[config.mk]
export PLATFORM = sky130hd
export DESIGN_NAME = read_collector
export DESIGN_NICKNAME = d
export VERILOG_FILES = /design/src/dma_pkg.sv /design/src/read_collector.sv
export VERILOG_INCLUDE_DIRS = /design/src
export SDC_FILE = /design/constraint.sdc
export NUM_CORES = 1
export LEC_CHECK = 0
export BUFFER_PORTS_ARGS = -buffer_cell sky130_fd_sc_hd__buf_4
export CAP_MARGIN = 20
export CORE_MARGIN = 2
export CORE_UTILIZATION = 40
export DETAILED_ROUTE_END_ITERATION = 10
export MAX_ROUTING_LAYER = met4
export PLACE_DENSITY_LB_ADDON = 0.3
export SLEW_MARGIN = 5
export SYNTH_ARGS = -nofsm -noshare
export SYNTH_HDL_FRONTEND = slang
export SYNTH_SLANG_ARGS = --single-unit
[constraint.sdc]
create_clock -name clock -period 2.4 [get_ports clock]
set_clock_uncertainty 0.05 [all_clocks]
set_input_delay 0 -clock clock [delete_from_list [all_inputs] [get_ports clock]]
set_output_delay 0 -clock clock [all_outputs]
set_load 0.05 [all_outputs]
[src/dma_defines.svh]
// Register map constants for the DMA register-file endpoint.
// The host window is 4 bytes per register, 2^DMA_ADDR_WIDTH registers wide.
// The channel and index widths must add up to DMA_ADDR_WIDTH.
`ifndef DMA_DEFINES_SVH
`define DMA_DEFINES_SVH

// Host byte address of register 0
`define DMA_BASE_ADDRESS 32'h43c0_0000

`define DMA_BUS_WIDTH 32
`define DMA_DATA_WIDTH 20
`define DMA_ADDR_WIDTH 8

// Upper address bits select the channel, lower bits the word inside it
`define DMA_CHANNEL_BITS 3
`define DMA_N_CHANNELS (1 << `DMA_CHANNEL_BITS)
`define DMA_INDEX_BITS 5
`define DMA_BANK_DEPTH (1 << `DMA_INDEX_BITS)

// Wide enough to hold a count of DMA_N_CHANNELS itself
`define DMA_COUNT_BITS 4

`endif

[src/dma_pkg.sv]
// Shared types of the DMA register-file endpoint.
// Register address 0 is reserved for the channel count.
`include "dma_defines.svh"

package dma_pkg;

    // The same address word seen as a flat register number or as channel/index
    typedef union packed {
        logic [`DMA_ADDR_WIDTH-1:0] raw;
        struct packed {
            logic [`DMA_CHANNEL_BITS-1:0] channel;
            logic [`DMA_INDEX_BITS-1:0] index;
        } fields;
    } reg_addr_t;

    // One-cycle request from the host bus side
    typedef struct packed {
        logic write_strobe;
        logic read_strobe;
        reg_addr_t address;
        logic [`DMA_DATA_WIDTH-1:0] data;
    } bus_request_t;

    // Write broadcast to every channel bank
    typedef struct packed {
        logic valid;
        reg_addr_t address;
        logic [`DMA_DATA_WIDTH-1:0] data;
    } reg_write_t;

    typedef struct packed {
        logic valid;
        logic [`DMA_DATA_WIDTH-1:0] data;
    } read_response_t;

endpackage

[src/read_collector.sv]
// Registered read mux across all channel banks.
// Channels at or above the active count read as zero with valid low.
`timescale 1ns/1ps
`include "dma_defines.svh"

module read_collector
    import dma_pkg::*;
(
    input  logic clock,
    input  logic reset,
    input  reg_addr_t read_addr,
    input  logic [`DMA_N_CHANNELS-1:0][`DMA_DATA_WIDTH-1:0] bank_words,
    input  logic [`DMA_COUNT_BITS-1:0] n_channels,
    output read_response_t collected
);

    logic channel_active;

    assign channel_active = {1'b0, read_addr.fields.channel} < n_channels;

    always_ff @(posedge clock) begin
        if (!reset) begin
            collected.valid <= 1'b0;
            collected.data <= '0;
        end else begin
            // Valid marks a word that came from an active bank
            collected.valid <= channel_active;
            if (channel_active) begin
                collected.data <= bank_words[read_addr.fields.channel];
            end else begin
                collected.data <= '0;
            end
        end
    end

endmodule

==> results_dict.tcl <==
set metrics [dict create \
    worstPathRequired_ns 2.50 \
    num_rows 26 \
    grt_max_degree 33 \
    synth_area_um2 2073 \
    overflow 0 \
    fillers 425 \
    synth.avg_cell_area_um2 10.47 \
    wl_per_cell_um 15.92 \
    ys_seq_area_frac 0.2028 \
    synth_cells 198 \
    io_pins 195 \
    fin_crit_ns 1.335 \
    largest_reg_flops 21 \
    synth_nets 374 \
    numCtsBuffers 3 \
    die_w_um 76.00 \
    synth_mux_area_frac 0.4049 \
    cts_max_path_buffers 2 \
    regMostFlops "collected" \
    grt_pass1_vias 2366 \
    drc 0 \
    max_cap_viol_count 0 \
    wl_um 7084 \
    grt_first_pass_wirelength_um 11100 \
    synth_xor_area_frac 0 \
    cp.arrival_ns 1.43 \
    hold_slack_ns 0.04095 \
    status "completed" \
    start_util 0.4112 \
    vias_per_cell 5.155 \
    cts.clk_slew.worst_paths_ns 0.08 \
    root_buffer "clkbuf_8" \
    p_per_area_nw_per_um2 374.5 \
    final_antenna_net_count 0 \
    dp_hpwl_um 5816 \
    finalSetupViolCount 0 \
    p_leak_nw 1.743 \
    die_h_um 76.00 \
    place.gp.congestion 0.8047 \
    synth_fa_ha_area_frac 0.01207 \
    cts_htree_levels 1 \
    tightest_slew_ns 0.8661 \
    post_cts_buffers 0 \
    antenna_found_initial 0 \
    power.total_mw 1.309 \
    ys_warn_count 0 \
    cts_sinks 21 \
    fmax_mhz 749.2 \
    post_cts_resized 0 \
    insertedDiodeCount 0 \
    dr.pass1.iters 4 \
    worstHoldPathCells 3 \
    slew_headroom 0.4226 \
    synth-compound-area-share 0.1587 \
    hold_viol_final 0 \
    drive_above_1_share 0.6880 \
    grt_usage 0.2448 \
    grt_setup_unrepaired "no" \
    tns_ns 0 \
    core_um2 5042 \
    area_growth_pct 68.62 \
    critical_path_class "in -> reg" \
    synth-seq-cells 21 \
    nNetsFinal 552 \
    cp-start-kind "input pin" \
    first_iter_violations 88 \
    synth-simple-area-share 0.1310 \
    irDropWorstVdd_v 0.0002623 \
    via_count 2294 \
    hold_class "in -> reg" \
    end_kind "flop" \
    synth_cell_types 24 \
    cts_tree "built" \
    cts_hold_buffers 0 \
    top_regs "collected (21)" \
    fin_crit_sh 0.5561 \
    io_buffers 189 \
    synth_top_family_by_area "multiplexers" \
    final-max-slew-violation-count 0 \
    die-area_um2 5775 \
    cp_max_fo 12 \
]
[final cells by class]
class	count	area, µm²	area share
flip-flops and latches	21	420.4	0.1203
well taps	70	87.58	0.02505
inverters	4	15.01	0.004295
repair buffers	193	1461	0.4180
clock inverters	1	5.005	0.001432
clock buffers	3	41.29	0.01181
multi-input cells	153	1465	0.4191
[path summary, 6_finish.rpt]
kind                           start             to  slack, ns
worst max-delay path    read_addr[7]  collected[11]       1.07
worst min-delay path  bank_words[48]   collected[8]       0.04
[logic make-up after synthesis]
logic type | after synthesis
buf+inv | 24
simple gates | 31
flops | 21
compound gates | 41
fa+ha+maj | 2
mux | 79
[routing by layer]
| layer | share of wire | track usage | vias to the layer above | routed length (µm) |
|---|---|---|---|---|
| met5 | 0 | - | - | 0 |
| met4 | 0.020 | 0.06727 | 0 | 144 |
| met3 | 0.076 | 0.06517 | 12 | 540 |
| met2 | 0.53 | 0.4473 | 97 | 3766 |
| met1 | 0.37 | 0.2612 | 1070 | 2632 |
| li1 | - | - | 1115 | - |
[cells in the final DEF, fill, tap and decap left out]
| cell type | instances |
|---|---|
| buf_12 | 1 |
| nor4_1 | 1 |
| and2_1 | 1 |
| mux2_2 | 39 |
| nand3_1 | 1 |
| ha_1 | 2 |
| clkinv_2 | 1 |
| a21oi_2 | 1 |
| nor3_2 | 19 |
| dfxtp_1 | 21 |
| nand2b_1 | 2 |
| o311ai_4 | 1 |
| a2111oi_0 | 1 |
| clkbuf_8 | 3 |
| nor3b_1 | 1 |
| nand2b_4 | 1 |
| mux2i_1 | 40 |
| inv_1 | 4 |
| nand3b_1 | 1 |
| nor2b_1 | 2 |
| nand2_1 | 1 |
| o22ai_1 | 19 |
| a22o_1 | 19 |
| or2_1 | 1 |
| buf_4 | 192 |
[critical path, stage by stage]
cell and delay, ns:
buf_4 0.14, ha_1 0.28, inv_1 0.06, o311ai_4 0.65
buf_12 0.24, nor3_2 0.06
[stage by stage]
step,worst slack [ns],utilization,area [µm²],instances
6_report,1.065,0.6933,3496,445
5_1_grt,1.010,0.6933,3496,445
4_1_cts,1.062,0.6933,3496,445
3_5_place_dp,0.7752,0.6841,3450,441
3_3_place_gp,0.7874,0.6841,3450,441
2_1_floorplan,1.360,-,2073,198
[synth_stat cells]
library cell | instances | area share
nor3b_1 | 1 | 0.0036
nand3b_1 | 1 | 0.0036
buf_6 | 10 | 0.054
nor3_2 | 19 | 0.092
nand2b_1 | 2 | 0.0060
and2_1 | 1 | 0.0030
o311ai_4 | 1 | 0.013
nor4_1 | 1 | 0.0030
a22o_1 | 19 | 0.080
a2111oi_0 | 1 | 0.0042
inv_1 | 4 | 0.0072
mux2i_1 | 40 | 0.19
ha_1 | 2 | 0.012
nand2b_4 | 1 | 0.0066
buf_4 | 4 | 0.014
buf_2 | 6 | 0.014
dfxtp_1 | 21 | 0.20
mux2_2 | 39 | 0.21
nand2_1 | 1 | 0.0018
nand3_1 | 1 | 0.0024
nor2b_1 | 2 | 0.0060
or2_1 | 1 | 0.0030
o22ai_1 | 19 | 0.057
a21oi_2 | 1 | 0.0042
[power breakdown]
part	internal [mW]	total, mW	switching (mW)	leakage [nW]
clock network	0.116	0.239	0.123	0.0255
registers	0.383	0.392	0.00897	0.175
logic	0.361	0.679	0.317	1.54
No activity file was read; power rests on OpenSTA's default activity.
