==> src/dma_defines.svh <==
// Register map constants for the DMA register-file endpoint.
// The host window is 4 bytes per register, 2^DMA_ADDR_WIDTH registers wide.
// The channel and index widths must add up to DMA_ADDR_WIDTH.
`ifndef DMA_DEFINES_SVH
`define DMA_DEFINES_SVH

// Host byte address of register 0
`define DMA_BASE_ADDRESS 32'h43c0_0000

`define DMA_BUS_WIDTH 32
`define DMA_DATA_WIDTH 20
`define DMA_ADDR_WIDTH 8

// Upper address bits select the channel, lower bits the word inside it
`define DMA_CHANNEL_BITS 3
`define DMA_N_CHANNELS (1 << `DMA_CHANNEL_BITS)
`define DMA_INDEX_BITS 5
`define DMA_BANK_DEPTH (1 << `DMA_INDEX_BITS)

// Wide enough to hold a count of DMA_N_CHANNELS itself
`define DMA_COUNT_BITS 4

`endif

==> src/dma_pkg.sv <==
// Shared types of the DMA register-file endpoint.
// Register address 0 is reserved for the channel count.
`include "dma_defines.svh"

package dma_pkg;

    // The same address word seen as a flat register number or as channel/index
    typedef union packed {
        logic [`DMA_ADDR_WIDTH-1:0] raw;
        struct packed {
            logic [`DMA_CHANNEL_BITS-1:0] channel;
            logic [`DMA_INDEX_BITS-1:0] index;
        } fields;
    } reg_addr_t;

    // One-cycle request from the host bus side
    typedef struct packed {
        logic write_strobe;
        logic read_strobe;
        reg_addr_t address;
        logic [`DMA_DATA_WIDTH-1:0] data;
    } bus_request_t;

    // Write broadcast to every channel bank
    typedef struct packed {
        logic valid;
        reg_addr_t address;
        logic [`DMA_DATA_WIDTH-1:0] data;
    } reg_write_t;

    typedef struct packed {
        logic valid;
        logic [`DMA_DATA_WIDTH-1:0] data;
    } read_response_t;

endpackage

==> src/bus_register_port.sv <==
// Host bus front end. Accesses outside the register window are dropped
// silently. The two low address bits are ignored, so byte addresses are
// word aligned. Upper data bits beyond the register width are discarded.
`timescale 1ns/1ps
`include "dma_defines.svh"

module bus_register_port
    import dma_pkg::*;
(
    input  logic clock,
    input  logic reset,
    input  logic [`DMA_BUS_WIDTH-1:0] bus_address,
    input  logic bus_write_strobe,
    input  logic bus_read_strobe,
    input  logic [`DMA_BUS_WIDTH-1:0] bus_write_data,
    output bus_request_t host_request
);

    // Size of the register window in bytes
    localparam logic [`DMA_BUS_WIDTH-1:0] WINDOW_BYTES = 1 << (`DMA_ADDR_WIDTH + 2);

    logic [`DMA_BUS_WIDTH-1:0] byte_offset;
    logic in_window;
    reg_addr_t word_address;

    // Addresses below the base wrap to a large offset and fail the window check
    assign byte_offset = bus_address - `DMA_BASE_ADDRESS;
    assign in_window = byte_offset < WINDOW_BYTES;
    assign word_address.raw = byte_offset[`DMA_ADDR_WIDTH+1:2];

    always_ff @(posedge clock) begin
        if (!reset) begin
            host_request.write_strobe <= 1'b0;
            host_request.read_strobe <= 1'b0;
        end else begin
            host_request.write_strobe <= bus_write_strobe && in_window;
            host_request.read_strobe <= bus_read_strobe && in_window;
        end
    end

    // Address and data are only meaningful alongside a strobe
    always_ff @(posedge clock) begin
        host_request.address <= word_address;
        host_request.data <= bus_write_data[`DMA_DATA_WIDTH-1:0];
    end

endmodule

==> config.mk <==
export PLATFORM = sky130hd
export DESIGN_NAME = bus_register_port
export DESIGN_NICKNAME = d
export VERILOG_FILES = /design/src/dma_pkg.sv /design/src/bus_register_port.sv
export VERILOG_INCLUDE_DIRS = /design/src
export SDC_FILE = /design/constraint.sdc
export NUM_CORES = 1
export LEC_CHECK = 0
export BUFFER_PORTS_ARGS = -buffer_cell sky130_fd_sc_hd__buf_2
export CAP_MARGIN = 20
export CORE_MARGIN = 2
export CORE_UTILIZATION = 25
export DETAILED_ROUTE_END_ITERATION = 6
export HOLD_SLACK_MARGIN = 0.05
export PLACE_DENSITY = 0.79
export RECOVER_POWER = 50
export SLEW_MARGIN = 30
export SYNTH_ARGS = -nofsm -noshare
export SYNTH_HDL_FRONTEND = slang
export SYNTH_SLANG_ARGS = --single-unit
==> constraint.sdc <==
create_clock -name clock -period 0.8 [get_ports clock]
set_clock_uncertainty 0.1 [all_clocks]
set_input_delay 0.04 -clock clock [delete_from_list [all_inputs] [get_ports clock]]
set_output_delay 0.04 -clock clock [all_outputs]
set_load 0.1 [all_outputs]
==> run_results.csv <==
group,metric,value,unit
setup_path,cp.required,660,ps
yosys,yosys-top-cells-area,"dfxtp_1 88%, nor4_2 3.7%, nor3_1 2.2%",
timing,worstMarginPinSlew,344,ps
global_routing,grt_pass1_wl,4860,µm
yosys,synth_top_area_frac,0.879,
floorplanning,num_rows,18,
timing,finalHoldViolCount,2,
status,outcome,"finished, violations left",
power_and_ir_drop,p_comb_frac,0.321,
finish,largest_register,"host_request",
timing,holdWs,-44.3,ps
detailed_routing,wirelength,3190,µm
timing,rsz0062_at_grt,"yes",
finish,final_common_cell,"buf_2",
placed_design,place.detailed.hpwl,1890,µm
placed_design,preCtsSetupSlack,-150,ps
timing,fmax,1030,MHz
yosys,synth.distinct_cells,8,
yosys,synth.yosys.seq_area_share,0.879,
timing,max-slew-margin-rel,0.767,
cts,cts.sinks,30,
cts,cts_tree,"built",
detailed_routing,firstDrtPassIters,4,
timing,fin_ws,-175,ps
global_routing,gr-total-overflow,0,
min_path,min_from,"bus_address[18]",
finish,layout-drive-gt1-share,0.736,
finish,mostFrequentLayoutCells,"52 x buf_2, 30 x dlygate4sd3_1, 30 x dfxtp_2, 30 x buf_12, 5 x clkbuf_4",
timing,fin_crit,975,ps
setup_path,crit_fanout,1,
setup_path,cpPeakStageDelay,360,ps
setup_path,crit_buf_inv,1,
floorplanning,io_pins,98,
cts,postCtsHoldBufs,32,
power_and_ir_drop,pwr-share-seq,0.463,
setup_path,worst_setup_path_start_kind,"flip-flop",
cts,h-tree-depth,2,
cts,clockBufferDepth,2,
floorplanning,core-area,2520,µm²
placed_design,gp_congestion,0.736,
power_and_ir_drop,switchingPower,0.00116,W
floorplanning,start_util,0.271,
power_and_ir_drop,internal_power,0.00240,W
floorplanning,dieHeight,56.3,µm
yosys,synth_nets,110,
finish,diodes,0,
timing,fin_crit_sh,1.22,
yosys,synth_area_per_cell,16.3,µm²
power_and_ir_drop,power.leakage,0.937,nW
detailed_routing,via_per_inst,4.34,
cts,cts.clk_slew.worst_paths,80,ps
global_routing,grt_max_degree,9,
global_routing,grt_util_all_layers,0.217,
placed_design,dpl_cell_area,1620,µm²
setup_path,crit_path_top_delay_cell,"dfxtp_2",
cts,cts_buffers,5,
floorplanning,die_area,3170,µm²
setup_path,worstPathCellList,"buf_12",
setup_path,crit_arrival,830,ps
placed_design,io_buffers,83,
status,violations,"negative hold slack, negative setup slack",
setup_path,worstSetupPathType,"reg -> out",
yosys,netlist_instances,42,
yosys,syn_area,683,µm²
detailed_routing,num_vias,838,
finish,post-route-cell-area,1990,µm²
setup_path,critical_path.top_delay_family,"flip-flops",
finish,fin_util,0.791,
power_and_ir_drop,p_per_area,1780,nW/µm²
global_routing,antenna_found_initial,0,
detailed_routing,drc,0,
setup_path,cp-end-kind,"primary output",
min_path,whs_path_depth,4,
finish,reg_top3,"host_request x30",
detailed_routing,post_drt_wl_per_cell,16.5,µm
min_path,hold_path.class,"in -> reg",
floorplanning,die_w,56.3,µm
power_and_ir_drop,clockPowerShare,0.215,
global_routing,grt_pass1_vias,1018,
yosys,synth_top_area_cell,"dfxtp_1",
finish,area_growth,192,%
power_and_ir_drop,ir_drop,1280,µV
flow_run,max_cap_violations,0,
detailed_routing,drt_iter0_markers,9,
timing,setup_viol,30,
detailed_routing,ant_nets,0,
cts,cts-root-buf,"clkbuf_4",
finish,layout.nets,231,
finish,largest_reg_flops,30,
yosys,synth_warnings,0,
yosys,ys_ff_latch,30,
min_path,whs_endpoint,"host_request[29]",
power_and_ir_drop,netSwitchingFraction,0.326,
timing,slew_violations,0,
-- power by group through the flow --
stage               sequential, W  clock (W)  combinational, W
finish                    0.00165   0.000765           0.00114
global route              0.00165   0.000848           0.00117
CTS                       0.00165   0.000790           0.00112
detailed placement        0.00168          0           0.00100
global placement          0.00168          0          0.000991
floorplan                 0.00219          0         0.0000106
-- cell type report --
type / instances / area [µm²]
Sequential cell: 30 / 638
Timing Repair Buffer: 114 / 1190
Clock buffer: 7 / 45.0
Inverter: 2 / 7.51
Fill cell: 159 / 528
Multi-Input combinational cell: 10 / 80.1
Tap cell: 30 / 37.5
-- stage by stage --
stage / power (W) / std cells / TNS [ps] / hold WS (ps)
after floorplan: 0.00220 / 42 / 0 / -32.3
after global placement: 0.00267 / 155 / -167 / 42.1
after detailed placement: 0.00269 / 155 / -300 / 44.0
after CTS: 0.00356 / 194 / -5460 / -93.5
after global routing: 0.00367 / 193 / -5780 / -46.8
final: 0.00355 / 193 / -4820 / -44.3
-- cells by family after synthesis --
group,count (synthesis),share of synthesized area
buf+inv,2,0.0110
flops,30,0.879
simple gates,10,0.110
-- metal layers --
metal  global-route usage  vias to the layer above  share of wire
li1                     -                      382              -
met3               0.0737                       10          0.090
met1                0.166                      380           0.28
met4                0.126                        0          0.036
met2                0.445                       66           0.59
met5                    0                        -              0
-- worst max-delay path by stage --
stage | start | endpoint | slack, ps | depth (start not counted)
final | host_request[29] | host_request[29] | -170 | 1
after global routing | host_request[19] | host_request[19] | -210 | 1
after CTS | host_request[29] | host_request[29] | -200 | 1
after detailed placement | bus_address[31] | host_request[28] | -150 | 4
after global placement | bus_address[20] | host_request[29] | -80 | 4
after floorplan | host_request[0] | host_request[0] | 30 | 0
-- cells in the mapped netlist --
library cell,count
and4b_1,1
nand4_1,2
nor3_1,3
nor2_1,1
nor4b_1,1
nor4_2,2
inv_1,2
dfxtp_1,30
-- what timing repair did --
item,4_1_cts,5_1_grt
endpoints found under the hold margin,30,2
pin swaps,0,2
endpoints found under the setup margin,30,32
buffers inserted,0,0
resized for setup,0,3
-- worst min-delay path, delay by kind of cell --
| kind | cells | cell delay, ps |
|---|---|---|
| buffers and inverters | 1 | 80 |
| AND/OR/NAND/NOR | 3 | 210 |
Power figures use the tool's default switching activity.
