$ cat src/dma_defines.svh
// Register map constants for the DMA register-file endpoint.
// The host window is 4 bytes per register, 2^DMA_ADDR_WIDTH registers wide.
// The channel and index widths must add up to DMA_ADDR_WIDTH.
`ifndef DMA_DEFINES_SVH
`define DMA_DEFINES_SVH

// Host byte address of register 0
`define DMA_BASE_ADDRESS 32'h43c0_0000

`define DMA_BUS_WIDTH 32
`define DMA_DATA_WIDTH 20
`define DMA_ADDR_WIDTH 8

// Upper address bits select the channel, lower bits the word inside it
`define DMA_CHANNEL_BITS 3
`define DMA_N_CHANNELS (1 << `DMA_CHANNEL_BITS)
`define DMA_INDEX_BITS 5
`define DMA_BANK_DEPTH (1 << `DMA_INDEX_BITS)

// Wide enough to hold a count of DMA_N_CHANNELS itself
`define DMA_COUNT_BITS 4

`endif

$ cat src/dma_pkg.sv
// Shared types of the DMA register-file endpoint.
// Register address 0 is reserved for the channel count.
`include "dma_defines.svh"

package dma_pkg;

    // The same address word seen as a flat register number or as channel/index
    typedef union packed {
        logic [`DMA_ADDR_WIDTH-1:0] raw;
        struct packed {
            logic [`DMA_CHANNEL_BITS-1:0] channel;
            logic [`DMA_INDEX_BITS-1:0] index;
        } fields;
    } reg_addr_t;

    // One-cycle request from the host bus side
    typedef struct packed {
        logic write_strobe;
        logic read_strobe;
        reg_addr_t address;
        logic [`DMA_DATA_WIDTH-1:0] data;
    } bus_request_t;

    // Write broadcast to every channel bank
    typedef struct packed {
        logic valid;
        reg_addr_t address;
        logic [`DMA_DATA_WIDTH-1:0] data;
    } reg_write_t;

    typedef struct packed {
        logic valid;
        logic [`DMA_DATA_WIDTH-1:0] data;
    } read_response_t;

endpackage

$ cat src/channel_bank.sv
// Register storage of one channel. All words clear on reset.
// Writes for other channels are ignored, the read port is combinational.
`timescale 1ns/1ps
`include "dma_defines.svh"

module channel_bank
    import dma_pkg::*;
#(
    parameter int CHANNEL = 0
) (
    input  logic clock,
    input  logic reset,
    input  reg_write_t bank_write,
    input  reg_addr_t read_addr,
    output logic [`DMA_DATA_WIDTH-1:0] read_word
);

    logic [`DMA_DATA_WIDTH-1:0] words [`DMA_BANK_DEPTH];
    logic write_hit;

    assign write_hit = bank_write.valid
        && bank_write.address.fields.channel == `DMA_CHANNEL_BITS'(CHANNEL);

    always_ff @(posedge clock) begin
        if (!reset) begin
            for (int i = 0; i < `DMA_BANK_DEPTH; i++) begin
                words[i] <= '0;
            end
        end else if (write_hit) begin
            words[bank_write.address.fields.index] <= bank_write.data;
        end
    end

    // Every bank shows its word at the index, the collector picks the channel
    assign read_word = words[read_addr.fields.index];

endmodule

$ cat config.mk
export PLATFORM = sky130hd
export DESIGN_NAME = channel_bank
export DESIGN_NICKNAME = d
export VERILOG_FILES = /design/src/dma_pkg.sv /design/src/channel_bank.sv
export VERILOG_INCLUDE_DIRS = /design/src
export SDC_FILE = /design/constraint.sdc
export NUM_CORES = 1
export LEC_CHECK = 0
export ABC_AREA = 1
export ABC_CLOCK_PERIOD_IN_PS = 3290
export BUFFER_PORTS_ARGS = -buffer_cell sky130_fd_sc_hd__buf_2
export CAP_MARGIN = 10
export CELL_PAD_IN_SITES_DETAIL_PLACEMENT = 0
export CELL_PAD_IN_SITES_GLOBAL_PLACEMENT = 1
export CORE_MARGIN = 2
export CORE_UTILIZATION = 45
export DETAILED_ROUTE_END_ITERATION = 12
export HOLD_SLACK_MARGIN = 0.06
export PLACE_DENSITY = 0.84
export SYNTH_ARGS = -nofsm -noshare
export SYNTH_HDL_FRONTEND = slang
export SYNTH_SLANG_ARGS = --single-unit
$ cat constraint.sdc
create_clock -name clock -period 3.29 [get_ports clock]
set_clock_uncertainty 0.15 [all_clocks]
set_input_delay 0.1645 -clock clock [delete_from_list [all_inputs] [get_ports clock]]
set_output_delay 0.1645 -clock clock [all_outputs]
set_load 0.005 [all_outputs]
==> run summary <==
The first-pass GRT wire length is 122,000 um. Clock-pin slew was measured on the worst setup and hold paths at 0.06 ns. Summed over all nets, the half-perimeter wirelength after detailed placement is 47,000 um. The normalized max-slew margin was 32.3%. Final hold analysis gives a worst-case slack of 0.0976 ns. The tools report the post-synthesis net count as 3,072. Floorplan die height: 258 um. For the max-slew violation count, the log shows 0. The share of total power dissipated in combinational logic is 8.4%. The clock network fraction of design power was 39.8%; the maximum clock frequency was 407 MHz. The overall die width was 258 um.

The tools report the post-synth design cell area as 28,900 um2. The most common library cell in the layout ignoring fill and taps was sky130_fd_sc_hd__nand2_1. The synthesized design spends more area on one cell type than any other, namely sky130_fd_sc_hd__edfxtp_1. In this run, flip-flops and latches consume 51.8% of the power.

In the layout the commonest cells are 966 x sky130_fd_sc_hd__nand2_1, 640 x sky130_fd_sc_hd__nor2_1, 640 x sky130_fd_sc_hd__edfxtp_1, 481 x sky130_fd_sc_hd__nand3_1, 122 x sky130_fd_sc_hd__buf_4. The run gives 66.4% as the post-synthesis sequential area ratio. The cell count after synthesis came out at 3,033. The startpoint identified for the worst hold timing path is bank_write[1]. For the finished layout, the period the worst path requires is 2.45 ns. Dividing total power by cell area gives a power density of 562 nW/um2. The tools report the number of CTS-inserted buffers as 66. Net switching is 23.4% of the power.

The launch point of the worst path was read_addr[0]. Number of clock sinks seen by CTS: 640. At the pin with the least slew margin, the transition time is 1.01 ns. The arrival time of data at the critical path endpoint was 2.14 ns. The synthesized design devotes to its leading area cell type 66.4% of total area. The count of state elements after synthesis works out to 640.

The type of the tightest min-delay check was in2reg. Data required time at the worst endpoint: 2.98 ns. The share of cells above drive strength 1 is 9.01%, and the core footprint is 63,300 um2. The average via count per standard cell works out to 5.50. The average footprint of a synthesized cell works out to 9.54 um2. The first detailed-routing pass ran for 6 iterations. Setup repair after global routing left no endpoint under its margin. In this run the remaining antenna-violating nets after routing total 0. The largest register by flop count was words. The internal power of the cells totals 14.0 mW. From synthesis to final layout, the design area changed by 12.4%. The largest fanout of any net on the critical path is 125, and the number of flip-flops under the largest register name is 640. The placed instance area came out at 30,300 um2. The tools report the leakage power figure as 13.0 nW.

Global routing used 24.2% of the available tracks across all layers. For the number of distinct standard cells referenced by the synthesized netlist, the log shows 14. Endpoint kind of the worst setup timing path: a primary output. The flow ran to the end, and the final reports show no timing, DRC or antenna violations. At the end of routability-driven placement, the weighted congestion stood at 0.915.

Count of nets after finishing: 3,077. The tools report the switching power of the nets as 4.28 mW. For this block, the initial DRC count from the detailed router was 2,422. The total number of vias is 21,600, and the total of max-cap violations is 0. The initial antenna violation count is 4, and the largest net degree at the start of global routing is 126. The tools report the number of warnings issued by yosys as 0. Root buffer cell: sky130_fd_sc_hd__clkbuf_16. The final critical path takes up 74.6% of the cycle.

The run gives 80,200 um as the total wirelength of the detailed-routed design. The total of endpoints with negative setup slack in the final report is 0. The maximum VDD drop came out at 0.565 mV. The largest registers in the layout are words x640. The startpoint-to-endpoint class of the critical path is in2out. The number of top-level pins came out at 59. For the number of global-route vias before repair, the log shows 21,100.

For this configuration, the core starts out at a cell density of 45.7%. Overall power consumption after layout is estimated at 18.3 mW. Critical path launch point type: a primary input. The die covers 66,400 um2. The site row count was 92. The tools report the final routed DRC violation total as 0.

Summed over all failing endpoints, the final setup total negative slack is 0 ns. The tools report the design area as 32,500 um2. TritonCTS built the clock tree. The H-tree was split into 3 levels. The wire length per cell after detailed routing is 20.4 um, and the count of port buffers added during placement is 55. The run gives 0 as the final hold violation count. The tools report the number of buffers between clock root and the deepest sink as 3. Sorting the synthesized cells by area gives the leading types as sky130_fd_sc_hd__edfxtp_1 66%, sky130_fd_sc_hd__nand2_1 13%, sky130_fd_sc_hd__nand3_1 8.3%.

For this run the aggregate overflow at the end of global routing stands at 0.
-- stage by stage --
| step | utilization [%] | setup slack [ns] | cells |
|---|---|---|---|
| CTS | 51.4 | 0.894 | 3933 |
| global placement | 47.9 | 0.901 | 3801 |
| global route | 51.4 | 0.663 | 3933 |
| finish | 51.4 | 0.835 | 3935 |
| floorplan | - | 1.15 | 3033 |
| detailed placement | 47.9 | 0.885 | 3801 |
-- worst paths after layout --
| kind | end | slack, ns | cells past startpoint |
|---|---|---|---|
| setup / recovery | read_word[6] | 0.84 | 11 |
| hold / removal | words[31][1] | 0.1 | 4 |
-- cell families (layout without fill, tap and decap cells) --
logic type	after synthesis	in the layout	synth area share (%)
buffers and inverters	293	347	4.16
and+or+nand+nor	2100	2100	29.5
other	0	2	0
DFF	640	640	66.4
-- Yosys cell counts --
library cell               number
sky130_fd_sc_hd__nand2_1      966
sky130_fd_sc_hd__edfxtp_1     640
sky130_fd_sc_hd__nor2_1       640
sky130_fd_sc_hd__nand3_1      481
sky130_fd_sc_hd__clkbuf_1     160
sky130_fd_sc_hd__buf_2         82
sky130_fd_sc_hd__inv_1         26
sky130_fd_sc_hd__buf_1         21
sky130_fd_sc_hd__nor3_1         9
sky130_fd_sc_hd__inv_2          2
sky130_fd_sc_hd__nor2_2         2
sky130_fd_sc_hd__nor3_4         2
sky130_fd_sc_hd__clkbuf_2       1
sky130_fd_sc_hd__clkinv_1       1
-- final cells by class --
type | count | area (um2)
diodes | 2 | 5.00
clock buffers | 89 | 1800
clock inverters | 28 | 260
fillers | 5705 | 30800
inverters | 29 | 119
multi-input cells | 2100 | 8530
flip-flops and latches | 640 | 19200
well taps | 846 | 1060
repair buffers | 201 | 1540
-- worst max-delay path: stages --
cell and delay (ns):
sky130_fd_sc_hd__buf_8 0.22, sky130_fd_sc_hd__buf_12 0.44, sky130_fd_sc_hd__nand2_1 0.11, sky130_fd_sc_hd__nand3_1 0.12, sky130_fd_sc_hd__nand3_1 0.12, sky130_fd_sc_hd__nand2_1 0.15, sky130_fd_sc_hd__nand2_1 0.06, sky130_fd_sc_hd__nand2_1 0.08
sky130_fd_sc_hd__nand2_1 0.19, sky130_fd_sc_hd__nand2_1 0.19, sky130_fd_sc_hd__buf_2 0.14
-- metal layers --
layer  share of wire, %  wire length, um  GRT usage (%)
met5              0.014               11              0
met4                3.6             2920           9.52
met3                9.1             7300           4.54
met2                 47            37800           38.7
met1                 40            32200           32.7
-- power groups by stage --
stage	sequential [mW]	clock (mW)	combinational (mW)
after floorplan	9.61	0	0.916
after global placement	9.62	0	1.48
after detailed placement	9.64	0	1.51
after CTS	9.47	7.38	1.53
after global routing	9.50	7.68	1.68
final	9.47	7.29	1.53
-- repair_timing --
item | in CTS | in global routing
hold endpoints to repair | 206 | 0
buffers inserted | 0 | 0
hold buffers | 15 | 0
gates resized for setup | 0 | 0
No activity file was read; power rests on OpenSTA's default activity.
