### src/dma_defines.svh
// Register map constants for the DMA register-file endpoint.
// The host window is 4 bytes per register, 2^DMA_ADDR_WIDTH registers wide.
// The channel and index widths must add up to DMA_ADDR_WIDTH.
`ifndef DMA_DEFINES_SVH
`define DMA_DEFINES_SVH

// Host byte address of register 0
`define DMA_BASE_ADDRESS 32'h43c0_0000

`define DMA_BUS_WIDTH 32
`define DMA_DATA_WIDTH 20
`define DMA_ADDR_WIDTH 8

// Upper address bits select the channel, lower bits the word inside it
`define DMA_CHANNEL_BITS 3
`define DMA_N_CHANNELS (1 << `DMA_CHANNEL_BITS)
`define DMA_INDEX_BITS 5
`define DMA_BANK_DEPTH (1 << `DMA_INDEX_BITS)

// Wide enough to hold a count of DMA_N_CHANNELS itself
`define DMA_COUNT_BITS 4

`endif

### src/dma_pkg.sv
// Shared types of the DMA register-file endpoint.
// Register address 0 is reserved for the channel count.
`include "dma_defines.svh"

package dma_pkg;

    // The same address word seen as a flat register number or as channel/index
    typedef union packed {
        logic [`DMA_ADDR_WIDTH-1:0] raw;
        struct packed {
            logic [`DMA_CHANNEL_BITS-1:0] channel;
            logic [`DMA_INDEX_BITS-1:0] index;
        } fields;
    } reg_addr_t;

    // One-cycle request from the host bus side
    typedef struct packed {
        logic write_strobe;
        logic read_strobe;
        reg_addr_t address;
        logic [`DMA_DATA_WIDTH-1:0] data;
    } bus_request_t;

    // Write broadcast to every channel bank
    typedef struct packed {
        logic valid;
        reg_addr_t address;
        logic [`DMA_DATA_WIDTH-1:0] data;
    } reg_write_t;

    typedef struct packed {
        logic valid;
        logic [`DMA_DATA_WIDTH-1:0] data;
    } read_response_t;

endpackage

### src/dma_endpoint.sv
// Arbitration and read sequencing for the register file.
// Stream writes win over host writes in the same cycle, the host write is lost.
// Only one read is in flight at a time. Host reads arriving while busy are lost.
// Register 0 holds the channel count, clamped to the number of banks.
`timescale 1ns/1ps
`include "dma_defines.svh"

module dma_endpoint
    import dma_pkg::*;
(
    input  logic clock,
    input  logic reset,
    input  bus_request_t host_request,
    input  logic stream_write_valid,
    input  reg_addr_t stream_write_dest,
    input  logic [`DMA_DATA_WIDTH-1:0] stream_write_data,
    input  logic stream_request_valid,
    input  reg_addr_t stream_request_addr,
    input  read_response_t collected,
    output logic stream_request_ready,
    output reg_write_t bank_write,
    output reg_addr_t read_addr,
    output logic [`DMA_COUNT_BITS-1:0] n_channels,
    output logic [`DMA_BUS_WIDTH-1:0] bus_read_data,
    output logic bus_read_valid,
    output read_response_t stream_response
);

    typedef enum logic [1:0] {
        state_idle,
        state_read_wait,
        state_host_respond,
        state_stream_respond
    } state_t;

    state_t state;
    logic from_stream;
    logic count_read;

    logic arb_valid;
    reg_addr_t arb_address;
    logic [`DMA_DATA_WIDTH-1:0] arb_data;
    logic arb_is_count;
    logic arb_channel_active;

    logic stream_accept;
    logic host_bank_read;
    logic [`DMA_DATA_WIDTH-1:0] response_word;

    // Write source selection, stream side first
    always_comb begin
        if (stream_write_valid) begin
            arb_valid = 1'b1;
            arb_address = stream_write_dest;
            arb_data = stream_write_data;
        end else begin
            arb_valid = host_request.write_strobe;
            arb_address = host_request.address;
            arb_data = host_request.data;
        end
    end

    assign arb_is_count = arb_address.raw == '0;
    assign arb_channel_active = {1'b0, arb_address.fields.channel} < n_channels;

    always_ff @(posedge clock) begin
        if (!reset) begin
            bank_write.valid <= 1'b0;
            n_channels <= '0;
        end else begin
            bank_write.valid <= arb_valid && !arb_is_count && arb_channel_active;
            bank_write.address <= arb_address;
            bank_write.data <= arb_data;
            if (arb_valid && arb_is_count) begin
                if (arb_data > `DMA_N_CHANNELS) begin
                    n_channels <= `DMA_COUNT_BITS'(`DMA_N_CHANNELS);
                end else begin
                    n_channels <= arb_data[`DMA_COUNT_BITS-1:0];
                end
            end
        end
    end

    assign stream_request_ready = state == state_idle;
    assign stream_accept = stream_request_valid && stream_request_ready;

    // A stream request in the same idle cycle takes the read path
    assign host_bank_read = host_request.read_strobe && host_request.address.raw != '0
        && stream_request_ready && !stream_accept;

    always_ff @(posedge clock) begin
        if (!reset) begin
            state <= state_idle;
            from_stream <= 1'b0;
            read_addr <= '0;
            count_read <= 1'b0;
        end else begin
            // The count needs no bank access and is answered on the next cycle
            count_read <= host_request.read_strobe && host_request.address.raw == '0
                && stream_request_ready;
            case (state)
                state_idle: begin
                    if (stream_accept) begin
                        read_addr <= stream_request_addr;
                        from_stream <= 1'b1;
                        state <= state_read_wait;
                    end else if (host_bank_read) begin
                        read_addr <= host_request.address;
                        from_stream <= 1'b0;
                        state <= state_read_wait;
                    end
                end
                state_read_wait: begin
                    state <= from_stream ? state_stream_respond : state_host_respond;
                end
                default: begin
                    state <= state_idle;
                end
            endcase
        end
    end

    // A stream read of register 0 gets the count instead of bank 0 word 0
    always_comb begin
        if (read_addr.raw == '0) begin
            response_word = `DMA_DATA_WIDTH'(n_channels);
        end else if (collected.valid) begin
            response_word = collected.data;
        end else begin
            response_word = '0;
        end
    end

    assign bus_read_valid = count_read || state == state_host_respond;
    assign bus_read_data = count_read ? `DMA_BUS_WIDTH'(n_channels)
                                      : `DMA_BUS_WIDTH'(response_word);

    assign stream_response.valid = state == state_stream_respond;
    assign stream_response.data = response_word;

endmodule

### config.mk
export PLATFORM = sky130hd
export DESIGN_NAME = dma_endpoint
export DESIGN_NICKNAME = d
export VERILOG_FILES = /design/src/dma_pkg.sv /design/src/dma_endpoint.sv
export VERILOG_INCLUDE_DIRS = /design/src
export SDC_FILE = /design/constraint.sdc
export NUM_CORES = 1
export LEC_CHECK = 0
export BUFFER_PORTS_ARGS = -buffer_cell sky130_fd_sc_hd__buf_2
export CORE_UTILIZATION = 30
export DETAILED_ROUTE_END_ITERATION = 8
export HOLD_SLACK_MARGIN = 0.05
export PLACE_DENSITY = 0.74
export RECOVER_POWER = 100
export SYNTH_ARGS = -nofsm -noshare
export SYNTH_HDL_FRONTEND = slang
export SYNTH_SLANG_ARGS = --single-unit
export TNS_END_PERCENT = 30
### constraint.sdc
create_clock -name clock -period 3.3 [get_ports clock]
set_input_delay 0.33 -clock clock [delete_from_list [all_inputs] [get_ports clock]]
set_output_delay 0.33 -clock clock [all_outputs]
set_load 0.005 [all_outputs]
==> results_dict.tcl, run 1 <==
set metrics [dict create \
    status "finished, final reports clean" \
    grt_max_degree 26 \
    syn-instance-count 245 \
    antenna_found_initial 0 \
    synth.area.top_cells "edfxtp_1 (31%), dfxtp_1 (13%), mux2_2 (11%)" \
    fin_crit_sh_pct 82.8 \
    drc_errors 0 \
    cts_buffers 5 \
    p_leak_nw 1.65 \
    relSlewSlack_pct 22.9 \
    p_total_mw 1.44 \
    die_height_um 96.6 \
    diodes 0 \
    hold_class "input pin to flip-flop" \
    synth_area_leader_cell "edfxtp_1" \
    post_drt_wl_per_cell_um 14.9 \
    max_freq_mhz 366 \
    crit_type "flip-flop to output port" \
    critPathArrivalTime_ns 2.40 \
    synth_area_um2 2680 \
    grt_pass1_vias 2277 \
    clock_path_buffers 2 \
    ant_nets 0 \
    vias 2500 \
    top_level_ports 187 \
    track_usage_pct 16.0 \
    grt.overflow.total 0 \
    insertion_delay_ns 0.29 \
    clk_pin_slew_ns 0.08 \
    design.die.area_um2 9320 \
    die_x_um 96.6 \
    cts_setup_buffers 0 \
    initial_core_util_pct 30.9 \
    avgSynthCellArea_um2 10.9 \
    finalMaxSlewViolations 0 \
    cts_tree "yes" \
    cts_resized 0 \
    place_hpwl_mm 6.43 \
    ys_seq_elements 45 \
    finalCriticalPeriod_ns 2.73 \
    endpoint_kind "output port" \
    worstMarginPinSlew_ns 1.16 \
    grt_first_pass_wirelength_mm 11.3 \
    ir_drop_mv 0.200 \
    ys.flop_type "edfxtp_1" \
    drt_iter0_drc 90 \
    drt-total-wl_mm 7.85 \
    synth_enable_flop_cells 28 \
    coreArea_um2 8680 \
    setup_tns_ns 0 \
    rsz0062_at_grt "false" \
    hold_viol 0 \
    gp_congestion 0.812 \
    cts_sinks 45 \
    rows 34 \
    vias_per_cell 4.76 \
    required_ns 2.97 \
    synth_warnings 0 \
    htreeDepth 2 \
    pwr_density_cell_nw_per_um2 394 \
    maxCapViolations 0 \
    async_reset_ff_share_pct 0 \
    synth_cell_types 43 \
    critPathLaunchType "flip-flop" \
    cts-hold-fix-buffers 0 \
    synth_top_area_share_pct 31.3 \
    crit_fanout 17 \
    layout.nets 509 \
    first_pass_iters 4 \
    io_buffers 174 \
    cts_root_buf "clkbuf_8" \
    drive_gt1_share_pct 41.7 \
    yosysSeqAreaShare_pct 44.0 \
    area_delta_synth_final_pct 35.8 \
    setup_viol 0 \
    fin_skew_ns 0.00114 \
]
==> stage by stage <==
stage	area, um2	cells	utilization [%]	setup WS (ns)	hold slack (ns)
2_1_floorplan	2720	256	-	1.18	0.428
3_3_place_gp	3610	517	41.6	1.19	0.441
3_5_place_dp	3610	517	41.6	1.06	0.442
4_1_cts	3720	525	42.8	0.720	0.285
5_1_grt	3640	525	42.0	0.286	0.318
6_report	3640	525	42.0	0.568	0.288
==> cell usage after synthesis (3+ instances only) <==
library cell	instances
nor2_1	6
a32o_2	3
nor3_1	3
o211a_1	8
nand2_1	16
o211ai_1	8
nor4_1	4
and2_1	38
buf_4	13
clkbuf_1	6
inv_1	9
buf_2	5
mux2_2	26
o21ai_1	9
mux2i_1	8
dfxtp_1	17
a21oi_1	5
edfxtp_1	28
==> cells in the final DEF, fill, tap and decap left out, types with 2 or more instances in the layout <==
| cell type | n |
|---|---|
| a211o_1 | 2 |
| a21o_1 | 2 |
| a21oi_1 | 6 |
| a32o_2 | 3 |
| and2_0 | 26 |
| and2_1 | 12 |
| buf_2 | 131 |
| clkbuf_1 | 45 |
| clkbuf_8 | 5 |
| conb_1 | 12 |
| dfxtp_1 | 17 |
| edfxtp_1 | 28 |
| ha_1 | 2 |
| inv_1 | 9 |
| mux2_1 | 7 |
| mux2_2 | 21 |
| mux2i_1 | 8 |
| nand2_1 | 16 |
| nand4_1 | 2 |
| nor2_1 | 6 |
| nor3_1 | 3 |
| nor4_1 | 5 |
| nor4_4 | 2 |
| o211a_1 | 8 |
| o211ai_1 | 8 |
| o21ai_0 | 6 |
| o21ai_1 | 5 |
==> worst paths after layout <==
| check | cells past startpoint | slack, ns | endpoint | start |
|---|---|---|---|---|
| hold / removal | 3 | 0.29 | count_read$_SDFF_PN0_ | host_request[28] |
| setup reg to reg | 3 | 1.70 | from_stream$_SDFFE_PN0P_ | state[0]$_SDFFE_PN0P_ |
| setup / recovery | 5 | 0.57 | bus_read_data[18] | read_addr[0]$_SDFFE_PN0P_ |
| hold reg to reg | 2 | 0.46 | from_stream$_SDFFE_PN0P_ | from_stream$_SDFFE_PN0P_ |
==> power by group <==
group,total [mW],switching [mW],internal [mW]
combinational,0.349,0.183,0.166
sequential,0.675,0.0229,0.652
clock,0.412,0.185,0.227
==> per-layer routing <==
metal / share of wire [%] / vias to the layer above / track usage, %
li1: - / 1214 / -
met1: 42 / 1193 / 19.5
met5: 0 / - / 0
met3: 5.8 / 6 / 3.44
met4: 0.82 / 0 / 3.68
met2: 52 / 87 / 28.8
==> registers in the layout, summed over array words and instances, names as in the netlist <==
register,count
from_stream,1
count_read,1
n_channels,4
read_addr,8
state,2
bank_write,29
==> logic make-up after synthesis <==
logic type,Yosys count,synth area share (%)
and+or+nand+nor,81,19.7
AOI/OAI and AO/OA,47,13.8
DFF,45,44.0
muxes,36,14.7
buffers and inverters,33,6.67
adders and majority gates,2,0.933
other,1,0.140
==> final cells by class <==
class / instances / area [um2]
repair buffers: 177 / 833
multi-input cells: 178 / 1350
flip-flops and latches: 45 / 1180
clock inverters: 2 / 38.8
well taps: 108 / 135
inverters: 9 / 33.8
fillers: 899 / 5040
clock buffers: 6 / 72.6
==> worst max-delay path: stages (launching register included) <==
cell and delay, ns:
dfxtp_1 0.34, nor4_1 0.60, a21boi_1 0.42, and2b_1 0.41, and2_0 0.22, buf_2 0.13
Note: power is estimated with default switching activity, not from simulation.
==> run 2: changes to the inputs <==
==> constraint.sdc (replaced) <==
create_clock -name clock -period 2.55 [get_ports clock]
set_input_delay 0.255 -clock clock [delete_from_list [all_inputs] [get_ports clock]]
set_output_delay 0.255 -clock clock [all_outputs]
set_load 0.005 [all_outputs]
==> run 2 against run 1 <==
Compared with the run above:
- hold slack worse by 0.089 ns
- final area about the same
- critical path depth up 1
- flip-flop and latch count unchanged
- final cell count up 0.19%
- clock-buffer cell count unchanged
- first-iteration DRC count down 27%
- setup slack worse by 0.33 ns
- clock skew up 0.0079 ns
- core utilization about the same
- sequential share of layout area about the same
- routed wire length up 0.82%
- largest cell class unchanged
==> results_dict.tcl, run 2 (synthesized netlist as in run 1, its figures left out) <==
set metrics [dict create \
    die_x_um 96.6 \
    diodes 0 \
    setup_viol 0 \
    rsz0062_at_grt "false" \
    largest-register "bank_write" \
    layout.nets 510 \
    grt_first_pass_wirelength_mm 11.4 \
    pwr_density_cell_nw_per_um2 514 \
    fin_crit_sh_pct 90.6 \
    vias 2491 \
    drt-met1-wl_mm 3.31 \
    grt.overflow.total 0 \
    clock_path_buffers 2 \
    layout_commonest_cell "buf_2" \
    grt_pass1_vias 2252 \
    crit_fanout 17 \
    met2_length_mm 4.04 \
    drt_iter0_drc 66 \
    hold_class "input pin to flip-flop" \
    cts-hold-fix-buffers 0 \
    worstMarginPinSlew_ns 1.21 \
    track_usage_pct 16.4 \
    vias_per_cell 4.74 \
    gp_congestion 0.790 \
    antenna_found_initial 1 \
    hold_viol 0 \
    design.die.area_um2 9320 \
    finalMaxSlewViolations 0 \
    cts_resized 0 \
    critPathLaunchType "flip-flop" \
    io_buffers 174 \
    cts_root_buf "clkbuf_8" \
    cts_sinks 45 \
    grt_max_degree 25 \
    clk_pin_slew_ns 0.09 \
    area_delta_synth_final_pct 35.9 \
    crit_type "flip-flop to output port" \
    p_leak_nw 1.63 \
    fin_area_um2 3640 \
    coreArea_um2 8680 \
    cts_buffers 5 \
    insertion_delay_ns 0.30 \
    top_layer "met5" \
    htreeDepth 2 \
    met3_length_um 466 \
    die_height_um 96.6 \
    required_ns 2.30 \
    placedInstanceArea_um2 3610 \
    finalCriticalPeriod_ns 2.31 \
    first_pass_iters 4 \
    status "finished, final reports clean" \
    top_level_ports 187 \
    max_freq_mhz 433 \
    critPathArrivalTime_ns 2.05 \
    fillers 879 \
    largest_reg_flops 29 \
    ir_drop_mv 0.220 \
    multi_input_comb_area_um2 1350 \
    drc_errors 0 \
    drt-total-wl_mm 7.91 \
    relSlewSlack_pct 19.0 \
    setup_ws_ns 0.240 \
    cts_setup_buffers 0 \
    drive_gt1_share_pct 39.5 \
    setup_tns_ns 0 \
    ant_nets 0 \
    rows 34 \
    cts_tree "yes" \
    fin_skew_ns 0.00904 \
    maxCapViolations 0 \
    register_area_um2 1180 \
    largestRegisters "bank_write: 29 flops, read_addr: 8 flops, n_channels: 4 flops" \
    final_cell_mix "buf_2 (119), clkbuf_1 (55), edfxtp_1 (28)" \
    place_hpwl_mm 6.44 \
    initial_core_util_pct 30.9 \
    post_drt_wl_per_cell_um 15.0 \
    endpoint_kind "output port" \
    dp_slack_ns 0.539 \
]
run 2: cell type report:
class / count / area share [%]
clock buffer: 6 / 1.99
tap: 108 / 3.71
sequential: 45 / 32.4
inverter: 9 / 0.927
clock inverter: 2 / 1.06
timing repair buffer: 178 / 22.8
multi-input combinational: 178 / 37.1
run 2: power by group:
part	internal, mW	switching (mW)
sequential	0.843	0.0304
clock	0.294	0.251
combinational	0.217	0.236
total	1.35	0.518
run 2: path summary, 6_finish.rpt:
path,start,end,slack (ns),cells after the start
min,host_request[28],count_read$_SDFF_PN0_,0.20,3
min reg2reg,from_stream$_SDFFE_PN0P_,from_stream$_SDFFE_PN0P_,0.47,2
max reg2reg,state[0]$_SDFFE_PN0P_,from_stream$_SDFFE_PN0P_,0.94,3
max,read_addr[0]$_SDFFE_PN0P_,bus_read_data[12],0.24,6
run 2: worst max-delay path, stage by stage, from the launching register on:
cell,delay [ns]
dfxtp_1,0.34
nor4_2,0.46
a21boi_1,0.12
buf_4,0.19
and2b_1,0.29
and2_0,0.22
buf_2,0.12
run 2: metrics by stage:
stage | power (mW) | hold slack (ns) | utilization, % | std cells
after floorplan | 1.13 | 0.367 | - | 256
after global placement | 1.35 | 0.441 | 41.7 | 518
after detailed placement | 1.37 | 0.447 | 41.7 | 518
after CTS | 1.90 | 0.195 | 42.9 | 526
after global routing | 1.98 | 0.225 | 42.0 | 526
final | 1.87 | 0.199 | 42.0 | 526
run 2: layer usage:
metal  vias up  track usage, %
li1       1218               -
met1      1164            20.1
met2        97            28.7
met3        10            3.60
met4         2            4.78
met5         -               0
